<file path="config.mk">
export PLATFORM = sky130hd
export DESIGN_NAME = fc_relu_scale
export DESIGN_NICKNAME = d
export VERILOG_FILES = /design/src/source/fc_pkg.sv /design/src/source/fc_relu_scale.sv
export SDC_FILE = /design/constraint.sdc
export NUM_CORES = 1
export LEC_CHECK = 0
export BUFFER_PORTS_ARGS = -buffer_cell sky130_fd_sc_hd__buf_2
export CAP_MARGIN = 10
export CORE_AREA = 2 2 39 41
export CTS_BUF_LIST = sky130_fd_sc_hd__clkbuf_4 sky130_fd_sc_hd__clkbuf_8
export DETAILED_ROUTE_END_ITERATION = 7
export DIE_AREA = 0 0 41 43
export PLACE_DENSITY = 0.69
export SLEW_MARGIN = 10
export SYNTH_ARGS = -nofsm -noshare
export SYNTH_HDL_FRONTEND = slang
export SYNTH_SLANG_ARGS = --single-unit
export TNS_END_PERCENT = 50
</file>
<file path="constraint.sdc">
create_clock -name clk -period 0.9 [get_ports clk]
set_input_delay 0.135 -clock clk [delete_from_list [all_inputs] [get_ports clk]]
set_output_delay 0.135 -clock clk [all_outputs]
set_load 0.01 [all_outputs]
</file>
<file path="src/source/fc_pkg.sv">
`default_nettype none

package fc_pkg;

    // operand and result width
    localparam int data_width = 8;

    // product and running sum width, sums wrap here
    localparam int prod_width = 16;

    // bias enters the sum scaled by 32
    localparam int bias_shift = 5;

    // result window starts at this sum bit, round bit just below it
    localparam int frac_shift = 4;

    // product register plus relu register around the tree
    localparam int base_latency = 2;

    // ceiling of log2, number of pairwise levels for n terms
    function automatic int tree_levels(input int n);
        return $clog2(n);
    endfunction

    typedef enum logic [1:0] {
        seq_idle,
        seq_run,
        seq_hold
    } seq_state_e;

endpackage

`default_nettype wire

</file>
<file path="src/source/fc_relu_scale.sv">
`timescale 1ns/100ps
`default_nettype none

module fc_relu_scale (
    input  logic                          clk,
    input  logic                          rst,
    input  logic                          relu_en,
    input  logic                          flush,
    input  logic [fc_pkg::prod_width-1:0] sum,
    output logic [fc_pkg::data_width-1:0] result_value
);

    localparam int pw = fc_pkg::prod_width;
    localparam int mag_width = fc_pkg::data_width - 1;

    logic [mag_width-1:0] scaled;

    // window above frac_shift, plus the bit just below it for rounding
    // overflow past 7 bits wraps
    assign scaled = sum[fc_pkg::frac_shift + mag_width - 1 -: mag_width]
                  + {{(mag_width - 1){1'b0}}, sum[fc_pkg::frac_shift - 1]};

    always_ff @(posedge clk or posedge rst) begin
        if (rst) begin
            result_value <= '0;
        end else if (flush) begin
            result_value <= '0;
        end else if (relu_en) begin
            if (sum[pw-1]) begin
                result_value <= '0;
            end else begin
                result_value <= {1'b0, scaled};
            end
        end
    end

endmodule

`default_nettype wire

</file>
==> impl_metrics.json <==
{
  "fill_cells": 126,
  "htree_levels": 1,
  "use_met1_pct": 21.5,
  "synth_flop_cell": "dfrtp_1",
  "largest_reg_flops": 7,
  "p_leak_uw": 0.000384,
  "power_uw": 890,
  "synth_fp_nets": 68,
  "hold_viol": 0,
  "cts-buffers-inserted": 3,
  "dp_worst_setup_slack_ns": -0.380,
  "synth_most_common_cell": "dfrtp_1",
  "grtUsageMet2_pct": 25.6,
  "io_pins": 28,
  "critPathMaxFanout": 2,
  "hold_depth": 3,
  "slew_violations": 0,
  "first_iter_violations": 10,
  "final_cells": 94,
  "holdCritPathClass": "primary input to flip-flop",
  "rows": 14,
  "violations": "setup timing",
  "synth_area_um2": 462,
  "ys_ff_latch": 7,
  "ctsLongestPathBuffers": 2,
  "ys_seq_area_share_pct": 37.9,
  "fmax_ghz": 0.998,
  "setup_viol": 9,
  "clock_latency_ns": 0.26,
  "ir_worst_vdd_v": 0.000600,
  "status": "complete, but fails checks",
  "drive_above_1_share_pct": 55.1,
  "slowest_delay_ns": 0.38,
  "regMostFlops": "result_value",
  "grt_busiest_layer": "met2",
  "core_area_mm2": 0.00138,
  "layout_setup_ws_ns": -0.102,
  "wl_mm": 1.35,
  "period_share_pct": 111,
  "synth.area.top_cells": "dfrtp_1 (38%), ha_1 (8.1%), buf_6 (4.9%)",
  "overflow": 0,
  "initial_core_util_pct": 33.4,
  "route.detailed.drc": 0,
  "synth-edff-count": 0,
  "die_w_um": 41,
  "syn_inst": 45,
  "antenna_found_initial": 0,
  "startpoint_type": "flip-flop",
  "fp.dieArea_mm2": 0.00176,
  "ys_types": 22,
  "clockRootBuffer": "clkbuf_4",
  "synth_top_area_share_pct": 37.9,
  "async_flop_share_pct": 100,
  "cts_sinks": 7,
  "postSynthAreaPerCell_um2": 10.3,
  "synth_top_area_cell": "dfrtp_1",
  "dieHeight_um": 43,
  "end_kind": "output port",
  "regToRegSetupSlack_ns": -0.03,
  "dr.pass1.iters": 4,
  "grt_pass1_vias": 449,
  "portBuffers": 19,
  "place_congestion": 0.709,
  "yosysWarnings": 0,
  "dp_cells": 86,
  "vias_per_cell": 5.27,
  "grtUsageMet3_pct": 4.71,
  "diodes": 0,
  "cp_data_arrival_time_ns": 0.87,
  "globalRouteTotalUtil_pct": 17.6,
  "worstPathCellList": "buf_6 -> buf_6",
  "dr_total_vias": 495,
  "path_clk_slew_ns": 0.06,
  "syn_to_final_growth_pct": 62.6,
  "grt_pass1_wl_mm": 2.00,
  "powerDensity_mw_per_mm2": 1190,
  "utilization_pct": 54.2,
  "place_hpwl_um": 901,
  "grt_max_degree": 10,
  "finalNetCount": 102,
  "rr_worst_depth": 2,
  "tns_ns": -0.317,
  "antenna_left": 0,
  "min_period_ns": 1.00,
  "reg_top3": "result_value: 7 flops",
  "cts_tree": "built",
  "maxCapViolCount": 0,
  "finalClockSkew_ns": 0,
  "drt-wirelength-per-cell_um": 14.4,
  "rsz0062_at_grt": "yes",
  "crit_path_frequent_cell": "buf_6",
  "cp.required_ns": 0.76,
  "crit_slowest_cell": "dfrtp_1",
  "criticalPathCategory": "flip-flop to output port"
}
-- where the power goes --
part           leakage [uW]  internal [uW]  switching, uW
registers         0.0000955            328           6.26
logic              0.000270            113           97.7
clock network     0.0000184            201            144
total              0.000384            642            248
-- through the flow --
stage                     cell area [um^2]  hold slack [ns]
after floorplan                        465          -0.0616
after global placement                 614           0.0798
after detailed placement               614           0.0970
after CTS                              691            0.205
after global routing                   751            0.214
final                                  751            0.177
-- path summary, 6_finish.rpt --
path                                       from         endpoint
min in group asynchronous                   rst  result_value[6]
worst max register to register  result_value[5]  result_value[5]
worst max-delay path            result_value[5]  result_value[5]
max in group asynchronous                   rst  result_value[0]
worst min register to register  result_value[2]  result_value[2]
worst min-delay path                    sum[10]  result_value[6]
-- cells by family after synthesis --
kind of cell | count (synthesis) | share of synthesized area, %
adders and majority gates | 3 | 8.13
and+or+nand+nor | 17 | 24.9
buffers and inverters | 5 | 8.13
DFF | 7 | 37.9
other | 1 | 0.812
AOI/OAI and AO/OA | 9 | 14.4
xor gates and xnor gates | 3 | 5.69
-- placed cells by master (no fill, tap or decap), drive strengths merged --
| master | count |
|---|---|
| dfrtp | 7 |
| or3b | 1 |
| nand2 | 1 |
| o21ai | 1 |
| xor2 | 1 |
| buf | 31 |
| or3 | 1 |
| clkbuf | 4 |
| ha | 3 |
| and4bb | 1 |
| inv | 2 |
| dlygate4sd3 | 1 |
| nand3 | 3 |
| nand2b | 3 |
| conb | 1 |
| a21oi | 3 |
| o311ai | 2 |
| xnor2 | 2 |
| or4b | 2 |
| o2111ai | 1 |
| nor2 | 2 |
| a32o | 2 |
| nand3b | 3 |
-- routing by layer --
layer	up-vias	share of wire, %
met4	0	3.3
met1	233	41
met3	5	7.3
met2	26	48
li1	231	-
met5	-	0
-- worst max-delay path: cells and delay by family (launching register included) --
family,cells,cell delay (ns)
buffers and inverters,2,0.22
DFF,1,0.38
-- cell type report --
cell class / count / area [um^2] / area share [%]
sequential: 7 / 175 / 23.3
inverter: 2 / 7.51 / 1.00
clock buffer: 4 / 30.0 / 4.00
tap: 16 / 20.0 / 2.67
timing repair buffer: 32 / 221 / 29.5
multi-input combinational: 33 / 297 / 39.5
-- what timing repair did --
| action | in CTS | in global routing |
|---|---|---|
| setup buffers | 1 | 2 |
| hold buffers | 1 | 0 |
| setup endpoints to repair | 10 | 10 |
| hold endpoints to repair | 7 | 0 |
| gates resized for setup | 6 | 9 |
| pin swaps | 2 | 2 |
No activity file was read; power rests on OpenSTA's default activity.
