[src/source/fc_pkg.sv]
`default_nettype none

package fc_pkg;

    // operand and result width
    localparam int data_width = 8;

    // product and running sum width, sums wrap here
    localparam int prod_width = 16;

    // bias enters the sum scaled by 32
    localparam int bias_shift = 5;

    // result window starts at this sum bit, round bit just below it
    localparam int frac_shift = 4;

    // product register plus relu register around the tree
    localparam int base_latency = 2;

    // ceiling of log2, number of pairwise levels for n terms
    function automatic int tree_levels(input int n);
        return $clog2(n);
    endfunction

    typedef enum logic [1:0] {
        seq_idle,
        seq_run,
        seq_hold
    } seq_state_e;

endpackage

`default_nettype wire

[src/source/fc_sequencer.sv]
`timescale 1ns/100ps
`default_nettype none

module fc_sequencer #(
    parameter int num_taps = 50
) (
    input  logic                                           clk,
    input  logic                                           rst,
    input  logic                                           in_valid,
    output logic                                           prod_en,
    output logic [fc_pkg::tree_levels(num_taps + 1) - 1:0] level_en,
    output logic                                           relu_en,
    output logic                                           flush,
    output logic                                           result_valid
);

    localparam int levels = fc_pkg::tree_levels(num_taps + 1);
    localparam int latency = levels + fc_pkg::base_latency;
    localparam int cnt_width = $clog2(latency);

    fc_pkg::seq_state_e   state;
    logic [cnt_width-1:0] cnt;
    logic                 running;

    // cnt holds the number of edges since the vector was taken
    assign running = in_valid && (state == fc_pkg::seq_run);
    assign flush   = !in_valid;
    assign prod_en = in_valid && (state == fc_pkg::seq_idle);
    assign relu_en = running && (cnt == latency - 1);

    always_comb begin
        for (int i = 0; i < levels; i++) begin
            level_en[i] = running && (cnt == i + 1);
        end
    end

    always_ff @(posedge clk or posedge rst) begin
        if (rst) begin
            state        <= fc_pkg::seq_idle;
            cnt          <= '0;
            result_valid <= 1'b0;
        end else if (!in_valid) begin
            // abort or end of window
            state        <= fc_pkg::seq_idle;
            cnt          <= '0;
            result_valid <= 1'b0;
        end else begin
            case (state)
                fc_pkg::seq_idle: begin
                    state <= fc_pkg::seq_run;
                    cnt   <= cnt_width'(1);
                end
                fc_pkg::seq_run: begin
                    if (relu_en) begin
                        state        <= fc_pkg::seq_hold;
                        result_valid <= 1'b1;
                    end else begin
                        cnt <= cnt + 1'b1;
                    end
                end
                fc_pkg::seq_hold: begin
                    // result held until in_valid falls
                    state <= fc_pkg::seq_hold;
                end
                default: begin
                    state <= fc_pkg::seq_idle;
                end
            endcase
        end
    end

    a_valid_needs_window: assert property (@(posedge clk) disable iff (rst)
        result_valid |-> $past(in_valid));

    a_one_stage_enable: assert property (@(posedge clk) disable iff (rst)
        $onehot0({prod_en, level_en, relu_en}));

endmodule

`default_nettype wire

[config.mk]
export PLATFORM = sky130hd
export DESIGN_NAME = fc_sequencer
export DESIGN_NICKNAME = d
export VERILOG_FILES = /design/src/source/fc_pkg.sv /design/src/source/fc_sequencer.sv
export SDC_FILE = /design/constraint.sdc
export NUM_CORES = 1
export LEC_CHECK = 0
export ABC_CLOCK_PERIOD_IN_PS = 1700
export BUFFER_PORTS_ARGS = -buffer_cell sky130_fd_sc_hd__buf_2
export CAP_MARGIN = 20
export CORE_AREA = 2 2 39 41
export DETAILED_ROUTE_END_ITERATION = 6
export DIE_AREA = 0 0 41 43
export GPL_TIMING_DRIVEN = 0
export HOLD_SLACK_MARGIN = 0.1
export PLACE_DENSITY = 0.69
export SKIP_CTS_REPAIR_TIMING = 1
export SLEW_MARGIN = 25
export SYNTH_ARGS = -nofsm -noshare
export SYNTH_HDL_FRONTEND = slang
export SYNTH_SLANG_ARGS = --single-unit
[constraint.sdc]
create_clock -name clk -period 1.7 [get_ports clk]
set_input_delay 0.17 -clock clk [delete_from_list [all_inputs] [get_ports clk]]
set_output_delay 0.17 -clock clk [all_outputs]
set_load 0.1 [all_outputs]
==> flow_summary_export.csv <==
group,metric,value,unit
pwr,p_switching,358,uW
route,post-route-drc-count,0,
cells_and_area,area_delta_synth_final,49.6,%
setup_path,crit_end,"level_en[1]",
setup_path,critPathKind,"reg -> out",
synthesis,synth-edff-count,0,
placed_design,hpwl,676,um
clock_tree,cts_tree,"yes",
setup_path,max_stage_delay,380,ps
setup_path,crit_cells,6,
pwr,seqPwrFrac,26.8,%
run_status,outcome,"completed",
global_routing,grt_pass1_vias,358,
sta,rsz0062_at_grt,"true",
synthesis,synth_top_family_by_area,"adder cells",
clock_tree,numCtsBuffers,3,
sta,drv_slew,0,
pwr,p_leak,0.000337,uW
synthesis,synth_area,487,um2
route,route.vias.total,385,
cells_and_area,fill_cells,124,
synthesis,synth_cell_types,21,
global_routing,overflow,0,
pwr,swShare,45.7,%
floorplan,die-height,43,um
setup_path,worstPathRequired,1530,ps
pwr,ir_drop,0.698,mV
setup_path,r2r_slack,260,ps
setup_path,cp.arrival,1490,ps
pwr,internal_power,425,uW
synthesis,yosysSeqAreaShare,30.8,%
clock_tree,cts_num_sinks,6,
route,detail-route-antenna-nets,0,
placed_design,placed_area,577,um2
synthesis,netlist_instances,50,
cells_and_area,fin_area,728,um2
route,wl,917,um
clock_tree,h-tree-depth,1,
route,firstDrtPassIters,2,
cells_and_area,layout_common_cells,"inv_1 (6), ha_1 (6), dfrtp_1 (5)",
floorplan,core_area,1380,um2
floorplan,die_area,1760,um2
placed_design,gp_congestion,0.726,
synthesis,synth_warnings,0,
clock_tree,clkLatencyLatePin,230,ps
sta,hold_viol_final,0,
sta,finalCritPeriodShare,97.4,%
setup_path,r2r_end,"cnt[0]",
sta,fmax,604,MHz
global_routing,grt_max_degree,11,
clock_tree,clockRootBuffer,"clkbuf_4",
setup_path,cp_max_fo,10,
synthesis,syn-num-nets,62,
floorplan,rows,14,
setup_path,start_kind,"register",
worst_hold_path,worstHoldPathType,"in -> reg",
setup_path,crit_family,"buffers and inverters",
sta,worstMarginPinSlew,486,ps
global_routing,antenna_found_initial,0,
pwr,pwr_density_cell,1080,nW/um2
synthesis,synthFlopType,"dfrtp_1",
cells_and_area,fin_nets,80,
synthesis,synth_xor_area_share,0,%
worst_hold_path,worstHoldPathCells,3,
cells_and_area,drive_gt1_share,53.0,%
floorplan,die_x,41,um
clock_tree,clk_path_buf_depth,2,
pwr,pwr-share-comb,57.4,%
setup_path,startpoint,"state[1]",
synthesis,synth_compound_area_share,8.23,%
placed_design,io_buffers,12,
clock_tree,path_clk_slew,40,ps
global_routing,grt_pass1_wl,1390,um
route,drt_iter0_drc,2,
synthesis,synth.avg_cell_area,9.73,um2
floorplan,start_util,35.2,%
setup_path,reg2reg_depth,5,
synthesis,synth_simple_gate_area_share,22.4,%
cells_and_area,diodes,0,
synthesis,post_synth_fa_ha_maj_area_fraction,23.1,%
sta,setup_viol,0,
global_routing,grt_usage,11.7,%
floorplan,io_pins,13,
synthesis,ys_ff_latch,6,
placed_design,dp_slack,30.4,ps
setup_path,end_kind,"primary output",
sta,skew,0.846,ps
flow_run,drv_cap,0,
pwr,pwr-share-clk,15.8,%
sta,min_period,1660,ps
synthesis,synthArstFlopShare,100,%
setup_path,timing.rr.start,"cnt[0]",
sta,slew-limit-headroom,67.9,%
setup_path,critPathBufInv,3,
route,vias_per_cell,4.70,
setup_path,crit_slowest_cell,"dfrtp_1",
sta,setup_ws,43.4,ps
setup_path,path_cells,"inv_2 > ha_4 > buf_6 > nand3_2 > nor2_2 > buf_12",
route,avgRoutedWirePerCell,11.2,um
synthesis,muxShareOfSynthArea,6.17,%
-- Yosys cell counts, drive strengths merged, types with 2 or more instances --
| cell | n | share of area (%) |
|---|---|---|
| nor2 | 8 | 7.7 |
| a31o | 2 | 3.6 |
| mux2i | 3 | 6.2 |
| buf | 2 | 3.9 |
| a21oi | 2 | 2.8 |
| dfrtp | 6 | 31 |
| nand3 | 2 | 2.1 |
| and3 | 3 | 4.4 |
| inv | 7 | 5.4 |
| ha | 9 | 23 |
-- state kept, by name, indices dropped and copies added, names as in the netlist --
signal / cells
state: 2
result_valid: 1
cnt: 3
-- cell type report --
type | instances | area, um2 | area share (%)
buffer | 2 | 18.8 | 2.58
multi-input combinational | 35 | 339 | 46.6
clock buffer | 3 | 22.5 | 3.09
inverter | 7 | 26.3 | 3.61
timing repair buffer | 13 | 150 | 20.6
sequential | 6 | 151 | 20.8
tap | 16 | 20.0 | 2.75
-- through the flow --
stage / power [uW] / hold slack (ps) / TNS (ps) / instances / util, %
finish: 784 / 260 / 0 / 82 / 52.6
floorplan: 550 / -39.0 / -807 / 50 / -
CTS: 741 / -168 / -1460 / 81 / 43.3
global route: 855 / 291 / -75.9 / 82 / 52.6
global placement: 603 / 84.3 / 0 / 78 / 41.7
detailed placement: 614 / 86.2 / 0 / 78 / 41.7
-- power groups by stage --
stage | sequential, uW | combinational [uW] | clock, uW
4_1_cts | 203 | 409 | 128
3_3_place_gp | 204 | 399 | 0
3_5_place_dp | 206 | 409 | 0
6_report | 210 | 450 | 124
2_1_floorplan | 199 | 350 | 0
5_1_grt | 217 | 497 | 140
-- layer usage --
layer / routed length [um] / vias to the layer above / global-route usage (%) / part of all wire [%]
li1: - / 199 / - / -
met1: 399 / 178 / 13.9 / 44
met2: 494 / 8 / 18.1 / 54
met3: 23 / 0 / 1.57 / 2.5
met4: 0 / 0 / 8.00 / 0
met5: 0 / - / 0 / 0
-- worst min-delay path: cells and delay by family --
family        cells  cell delay [ps]
simple gates      1              110
buf+inv           2              180
-- cell families after synthesis --
group / Yosys count
and+or+nand+nor: 18
buffers and inverters: 9
adders and majority gates: 9
DFF: 6
AOI/OAI and AO/OA: 5
muxes: 3
-- worst min-delay path by stage --
stage / start / end / slack (ps)
3_3_place_gp: rst / cnt[0] / 80
3_5_place_dp: rst / cnt[0] / 90
6_report: in_valid / result_valid / 260
4_1_cts: rst / result_valid / -170
2_1_floorplan: rst / cnt[0] / -40
5_1_grt: in_valid / result_valid / 290
(Power assumes the default switching activity.)
