**src/source/fc_pkg.sv**
```systemverilog
`default_nettype none

package fc_pkg;

    // operand and result width
    localparam int data_width = 8;

    // product and running sum width, sums wrap here
    localparam int prod_width = 16;

    // bias enters the sum scaled by 32
    localparam int bias_shift = 5;

    // result window starts at this sum bit, round bit just below it
    localparam int frac_shift = 4;

    // product register plus relu register around the tree
    localparam int base_latency = 2;

    // ceiling of log2, number of pairwise levels for n terms
    function automatic int tree_levels(input int n);
        return $clog2(n);
    endfunction

    typedef enum logic [1:0] {
        seq_idle,
        seq_run,
        seq_hold
    } seq_state_e;

endpackage

`default_nettype wire

```
**src/source/fc_adder_tree.sv**
```systemverilog
`timescale 1ns/100ps
`default_nettype none

module fc_adder_tree #(
    parameter int num_taps = 50
) (
    input  logic                                           clk,
    input  logic                                           rst,
    input  logic [fc_pkg::tree_levels(num_taps + 1) - 1:0] level_en,
    input  logic                                           flush,
    input  logic [num_taps*fc_pkg::prod_width-1:0]         products,
    input  logic [fc_pkg::data_width-1:0]                  bias,
    output logic [fc_pkg::prod_width-1:0]                  sum
);

    localparam int dw = fc_pkg::data_width;
    localparam int pw = fc_pkg::prod_width;
    localparam int levels = fc_pkg::tree_levels(num_taps + 1);
    localparam int leaves = 1 << levels;

    logic [pw-1:0] bias_term;
    logic [pw-1:0] leaf     [leaves];
    logic [pw-1:0] pair_sum [1:leaves-1];
    logic [pw-1:0] node     [1:leaves-1];

    // sign extended bias times 32
    assign bias_term = {{(pw - dw - fc_pkg::bias_shift){bias[dw-1]}}, bias,
                        {fc_pkg::bias_shift{1'b0}}};

    // products, then the bias term, then zero padding
    for (genvar t = 0; t < leaves; t++) begin : g_leaf
        if (t < num_taps) begin : g_prod
            assign leaf[t] = products[t*pw +: pw];
        end else if (t == num_taps) begin : g_bias
            assign leaf[t] = bias_term;
        end else begin : g_pad
            assign leaf[t] = '0;
        end
    end

    // heap numbering: node j adds children 2j and 2j+1, node 1 is the root
    for (genvar j = 1; j < leaves; j++) begin : g_pair
        if (2 * j >= leaves) begin : g_from_leaf
            assign pair_sum[j] = leaf[2*j - leaves] + leaf[2*j + 1 - leaves];
        end else begin : g_from_node
            assign pair_sum[j] = node[2*j] + node[2*j + 1];
        end
    end

    always_ff @(posedge clk or posedge rst) begin
        if (rst) begin
            node <= '{default: '0};
        end else if (flush) begin
            node <= '{default: '0};
        end else begin
            // level k owns nodes leaves>>k up to leaves>>(k-1) exclusive
            for (int k = 1; k <= levels; k++) begin
                if (level_en[k-1]) begin
                    for (int j = leaves >> k; j < (leaves >> (k - 1)); j++) begin
                        node[j] <= pair_sum[j];
                    end
                end
            end
        end
    end

    assign sum = node[1];

endmodule

`default_nettype wire

```
**config.mk**
```make
export PLATFORM = sky130hd
export DESIGN_NAME = fc_adder_tree
export DESIGN_NICKNAME = d
export VERILOG_FILES = /design/src/source/fc_pkg.sv /design/src/source/fc_adder_tree.sv
export SDC_FILE = /design/constraint.sdc
export NUM_CORES = 2
export LEC_CHECK = 0
export ABC_AREA = 1
export BUFFER_PORTS_ARGS = -buffer_cell sky130_fd_sc_hd__buf_2
export CORE_ASPECT_RATIO = 1.75
export CORE_MARGIN = 2
export CORE_UTILIZATION = 45
export CTS_CLUSTER_DIAMETER = 40
export DETAILED_ROUTE_END_ITERATION = 8
export PLACE_DENSITY = 0.67
export SLEW_MARGIN = 5
export SYNTH_ARGS = -nofsm -noshare
export SYNTH_HDL_FRONTEND = slang
export SYNTH_SLANG_ARGS = --single-unit
```
**constraint.sdc**
```tcl
create_clock -name clk -period 25.5 [get_ports clk]
set_input_delay 2.55 -clock clk [delete_from_list [all_inputs] [get_ports clk]]
set_output_delay 2.55 -clock clk [all_outputs]
set_load 0.01 [all_outputs]
```
==> run_summary.xml <==
<?xml version="1.0" encoding="UTF-8"?>
<metrics>
  <group name="status">
    <metric name="status" unit="">completed</metric>
  </group>
  <group name="critical_path">
    <metric name="worst-endpoint-arrival" unit="ns">6.65</metric>
    <metric name="r2r_start" unit="">node[898]</metric>
    <metric name="cp.buffers_inverters" unit="">6</metric>
    <metric name="ff2ff_setup_slack" unit="ns">23.28</metric>
    <metric name="largest_delay_share_family_worst_path" unit="">buffers and inverters</metric>
    <metric name="cp_cell_sequence" unit="">buf_2 -&gt; clkinvlp_4 -&gt; buf_4 -&gt; buf_4 -&gt; buf_4 -&gt; buf_4</metric>
    <metric name="criticalPathCategory" unit="">input port to async pin</metric>
    <metric name="critPathCaptureType" unit="">async pin</metric>
    <metric name="worstPathMaxFanout" unit="">78</metric>
    <metric name="crit_path_top_delay_cell" unit="">sky130_fd_sc_hd__buf_4</metric>
    <metric name="start_kind" unit="">input port</metric>
    <metric name="startpoint" unit="">rst</metric>
    <metric name="total_stage_count_of_the_critical_path" unit="">6</metric>
    <metric name="reg2reg_depth" unit="">9</metric>
    <metric name="critical_path.max_stage_delay" unit="ns">0.87</metric>
    <metric name="cp_data_required_time" unit="ns">26.27</metric>
    <metric name="timing.critical_path.mode_cell" unit="">sky130_fd_sc_hd__buf_4</metric>
  </group>
  <group name="pwr">
    <metric name="sw_frac_of_total" unit="">0.375</metric>
    <metric name="vdd_drop_max" unit="V">0.0000491</metric>
    <metric name="cellInternalPower" unit="mW">3.04</metric>
    <metric name="p_leak" unit="nW">53.2</metric>
    <metric name="total_power_density_per_cell_area" unit="mW/mm^2">56.3</metric>
    <metric name="pwr-share-clk" unit="">0.348</metric>
    <metric name="comb_power_share" unit="">0.317</metric>
    <metric name="sequentialPowerShare" unit="">0.335</metric>
    <metric name="switching_power" unit="mW">1.82</metric>
  </group>
  <group name="timing">
    <metric name="period_minus_slack" unit="ns">5.89</metric>
    <metric name="grt_setup_unrepaired" unit="">false</metric>
    <metric name="setup_viol_count_final" unit="">0</metric>
    <metric name="fin_crit_share" unit="">0.231</metric>
    <metric name="timing.slew.headroom" unit="">0.318</metric>
    <metric name="fmax" unit="GHz">0.170</metric>
    <metric name="worstMarginPinSlew" unit="ns">1.02</metric>
    <metric name="final-max-slew-violation-count" unit="">0</metric>
    <metric name="finalClockSkew" unit="ns">0.0256</metric>
    <metric name="tns" unit="ns">0</metric>
    <metric name="hold_ws" unit="ns">0.484</metric>
    <metric name="final_hold_viol_count" unit="">0</metric>
  </group>
  <group name="floorplan">
    <metric name="die_height" unit="um">547</metric>
    <metric name="rows" unit="">199</metric>
    <metric name="core_region_area" unit="mm^2">0.168</metric>
    <metric name="floorplan.initialDensity" unit="">0.452</metric>
    <metric name="i_o_pin_total" unit="">833</metric>
    <metric name="die_area" unit="mm^2">0.172</metric>
    <metric name="die_w" unit="um">314</metric>
  </group>
  <group name="place">
    <metric name="gp_congestion" unit="">0.954</metric>
    <metric name="detailed_place_hpwl" unit="um">190000</metric>
    <metric name="place_area" unit="mm^2">0.0821</metric>
    <metric name="port_buffers" unit="">832</metric>
  </group>
  <group name="clock_tree">
    <metric name="clockRootBuffer" unit="">sky130_fd_sc_hd__clkbuf_16</metric>
    <metric name="cts_hold_buf" unit="">0</metric>
    <metric name="source_to_sink_clock_delay_at_the_later_pin_of_the_worst_skew_pair" unit="ns">0.74</metric>
    <metric name="number_of_h_tree_levels" unit="">3</metric>
    <metric name="post_cts.repair.setup_buffers" unit="">0</metric>
    <metric name="clk_pin_slew_worst_paths" unit="ns">0.06</metric>
    <metric name="tritoncts_clock_tree" unit="">yes</metric>
    <metric name="clock_sink_count" unit="">840</metric>
    <metric name="clk_path_buf_depth" unit="">3</metric>
    <metric name="number_of_clock_buffers_inserted_by_tritoncts" unit="">115</metric>
    <metric name="cts-resized-gates" unit="">0</metric>
  </group>
  <group name="grt">
    <metric name="grt_max_degree" unit="">155</metric>
    <metric name="grt-ovfl-total" unit="">0</metric>
    <metric name="groute.usage.overall" unit="">0.267</metric>
    <metric name="first_global_vias" unit="">75192</metric>
    <metric name="grt_antenna_before_repair" unit="">6</metric>
    <metric name="grt_pass1_wl" unit="um">374000</metric>
  </group>
  <group name="synth">
    <metric name="synth_seq_area_share" unit="">0.277</metric>
    <metric name="post_synth.cell_area_avg" unit="um^2">6.20</metric>
    <metric name="synth_fa_ha_area_frac" unit="">0.136</metric>
    <metric name="synth-simple-area-share" unit="">0.396</metric>
    <metric name="yosys-mux-area-fraction" unit="">0</metric>
    <metric name="synth-seq-cells" unit="">840</metric>
    <metric name="synth-warning-count" unit="">0</metric>
    <metric name="post_synth_xor_area_fraction" unit="">0.00831</metric>
    <metric name="synth_compound_area_frac" unit="">0.0655</metric>
    <metric name="yosysUniqueCellTypes" unit="">31</metric>
    <metric name="largest_family_of_logic_cells_by_synthesized_area" unit="">simple AND/OR/NAND/NOR gates</metric>
    <metric name="mappedNetlistNets" unit="">13847</metric>
    <metric name="post_synthesis_cell_area" unit="mm^2">0.0759</metric>
    <metric name="syn-instance-count" unit="">12235</metric>
  </group>
  <group name="finish">
    <metric name="layout.cells.most_common" unit="">sky130_fd_sc_hd__nand2_1</metric>
    <metric name="finalNetCount" unit="">14637</metric>
    <metric name="flow.area_growth_from_synthesis" unit="%">13.6</metric>
    <metric name="final_cell_mix" unit="">5,288 x sky130_fd_sc_hd__nand2_1, 2,091 x sky130_fd_sc_hd__inv_1, 989 x sky130_fd_sc_hd__nand3_1</metric>
    <metric name="number_of_filler_instances_in_the_final_layout" unit="">17251</metric>
    <metric name="fin_area" unit="mm^2">0.0862</metric>
    <metric name="final_layout_size_suffix_gt1_frac" unit="">0.0923</metric>
  </group>
  <group name="routing">
    <metric name="drt_first_pass_iters" unit="">6</metric>
    <metric name="drtIter0Drc" unit="">3490</metric>
    <metric name="num_vias" unit="">76428</metric>
    <metric name="postRouteAntennaNets" unit="">0</metric>
    <metric name="drt-vias-per-instance" unit="">4.98</metric>
    <metric name="detail_route.wirelength" unit="um">233000</metric>
    <metric name="drc" unit="">0</metric>
    <metric name="routedWlPerCell" unit="um">15.2</metric>
  </group>
  <group name="job">
    <metric name="max-cap-violations" unit="">0</metric>
  </group>
  <group name="min_path">
    <metric name="holdPathStages" unit="">2</metric>
    <metric name="min_path_type" unit="">register to register</metric>
    <metric name="hold_path_startpoint" unit="">node[667]</metric>
  </group>
</metrics>
flip-flops by register name, indices dropped and copies added (netlist names):
name,flops
node,824
sum,16
cells by family (layout without fill, tap and decap cells):
family | after synthesis | in the layout
DFF | 840 | 840
AOI/OAI and AO/OA | 890 | 890
adders and majority gates | 795 | 795
xor gates and xnor gates | 72 | 72
and+or+nand+nor | 7348 | 7348
buffers and inverters | 2290 | 3181
other | 0 | 4
worst reg2reg max path, stage by stage (launching register included):
cell,delay (ns)
sky130_fd_sc_hd__dfrtp_1,0.47
sky130_fd_sc_hd__ha_1,0.40
sky130_fd_sc_hd__or2_2,0.34
sky130_fd_sc_hd__nand3_1,0.09
sky130_fd_sc_hd__nand2_1,0.19
sky130_fd_sc_hd__nand2_1,0.14
sky130_fd_sc_hd__nand2_1,0.05
sky130_fd_sc_hd__nand2_1,0.07
sky130_fd_sc_hd__nand3_1,0.25
sky130_fd_sc_hd__nand2_1,0.15
metrics by stage:
stage                     setup WS [ns]   util  cells  total power, mW
after global placement            18.72  0.489  15119             3.16
after detailed placement          18.67  0.489  15119             3.18
after floorplan                   11.41      -  12235             2.68
final                             19.61  0.514  15341             4.85
after global routing              18.96  0.514  15339             5.17
after CTS                         19.46  0.513  15337             4.90
Yosys cell counts:
cell                          n  area share
sky130_fd_sc_hd__a21o_1       1    0.000099
sky130_fd_sc_hd__a21oi_1    443       0.029
sky130_fd_sc_hd__a22o_1      56      0.0065
sky130_fd_sc_hd__a32o_1      48      0.0063
sky130_fd_sc_hd__and2_1      38      0.0031
sky130_fd_sc_hd__buf_1        1    0.000049
sky130_fd_sc_hd__buf_2      136      0.0090
sky130_fd_sc_hd__buf_4       31      0.0031
sky130_fd_sc_hd__buf_8        1     0.00020
sky130_fd_sc_hd__clkbuf_1    23      0.0011
sky130_fd_sc_hd__dfrtp_1    840        0.28
sky130_fd_sc_hd__fa_1        50       0.013
sky130_fd_sc_hd__ha_1       745        0.12
sky130_fd_sc_hd__inv_1     2093        0.10
sky130_fd_sc_hd__inv_2        5     0.00025
sky130_fd_sc_hd__nand2_1   5288        0.26
sky130_fd_sc_hd__nand3_1    989       0.065
sky130_fd_sc_hd__nand3b_1   118       0.012
sky130_fd_sc_hd__nand4_1     52      0.0043
sky130_fd_sc_hd__nor2_1     589       0.029
sky130_fd_sc_hd__nor2_2       2     0.00016
sky130_fd_sc_hd__nor2_4       5     0.00074
sky130_fd_sc_hd__nor2_8       3     0.00079
sky130_fd_sc_hd__nor3_1     147      0.0097
sky130_fd_sc_hd__o21ai_0    206       0.014
sky130_fd_sc_hd__o21ai_1     84      0.0055
sky130_fd_sc_hd__o21bai_1     1    0.000099
sky130_fd_sc_hd__o22ai_1     51      0.0042
sky130_fd_sc_hd__or2_2      117      0.0096
sky130_fd_sc_hd__xnor2_1     11      0.0013
sky130_fd_sc_hd__xor2_1      61      0.0070
final cells by class:
cell class                 instances  area [um^2]  share of cell area
sequential                       840        21000               0.244
multi-input combinational       9105        46000               0.534
tap                             2211         2770              0.0321
timing repair buffer             865         4420              0.0513
clock buffer                     135         3150              0.0366
inverter                        2098         7890              0.0915
antenna                            4         10.0            0.000116
clock inverter                    83          935              0.0108
path summary, 6_finish.rpt:
check | to
min reg2reg | node[667]
min | node[667]
min in group asynchronous | node[177]
max in group clk | node[348]
max | node[673]
max reg2reg | node[975]
metal layers:
metal  vias to the layer above  GRT usage  wire length [um]
met5                         -          0                13
met3                       556     0.0218              7290
met4                         2      0.134             12500
met1                     34533      0.284             89800
li1                      39691          -                 -
met2                      1646      0.518            124000
power by group through the flow:
stage	Sequential (mW)	Combinational, mW	Clock [mW]
floorplan	1.59	1.10	0
global placement	1.65	1.51	0
detailed placement	1.65	1.53	0
CTS	1.63	1.54	1.73
global route	1.64	1.76	1.78
finish	1.63	1.54	1.69
(Power assumes the default switching activity.)
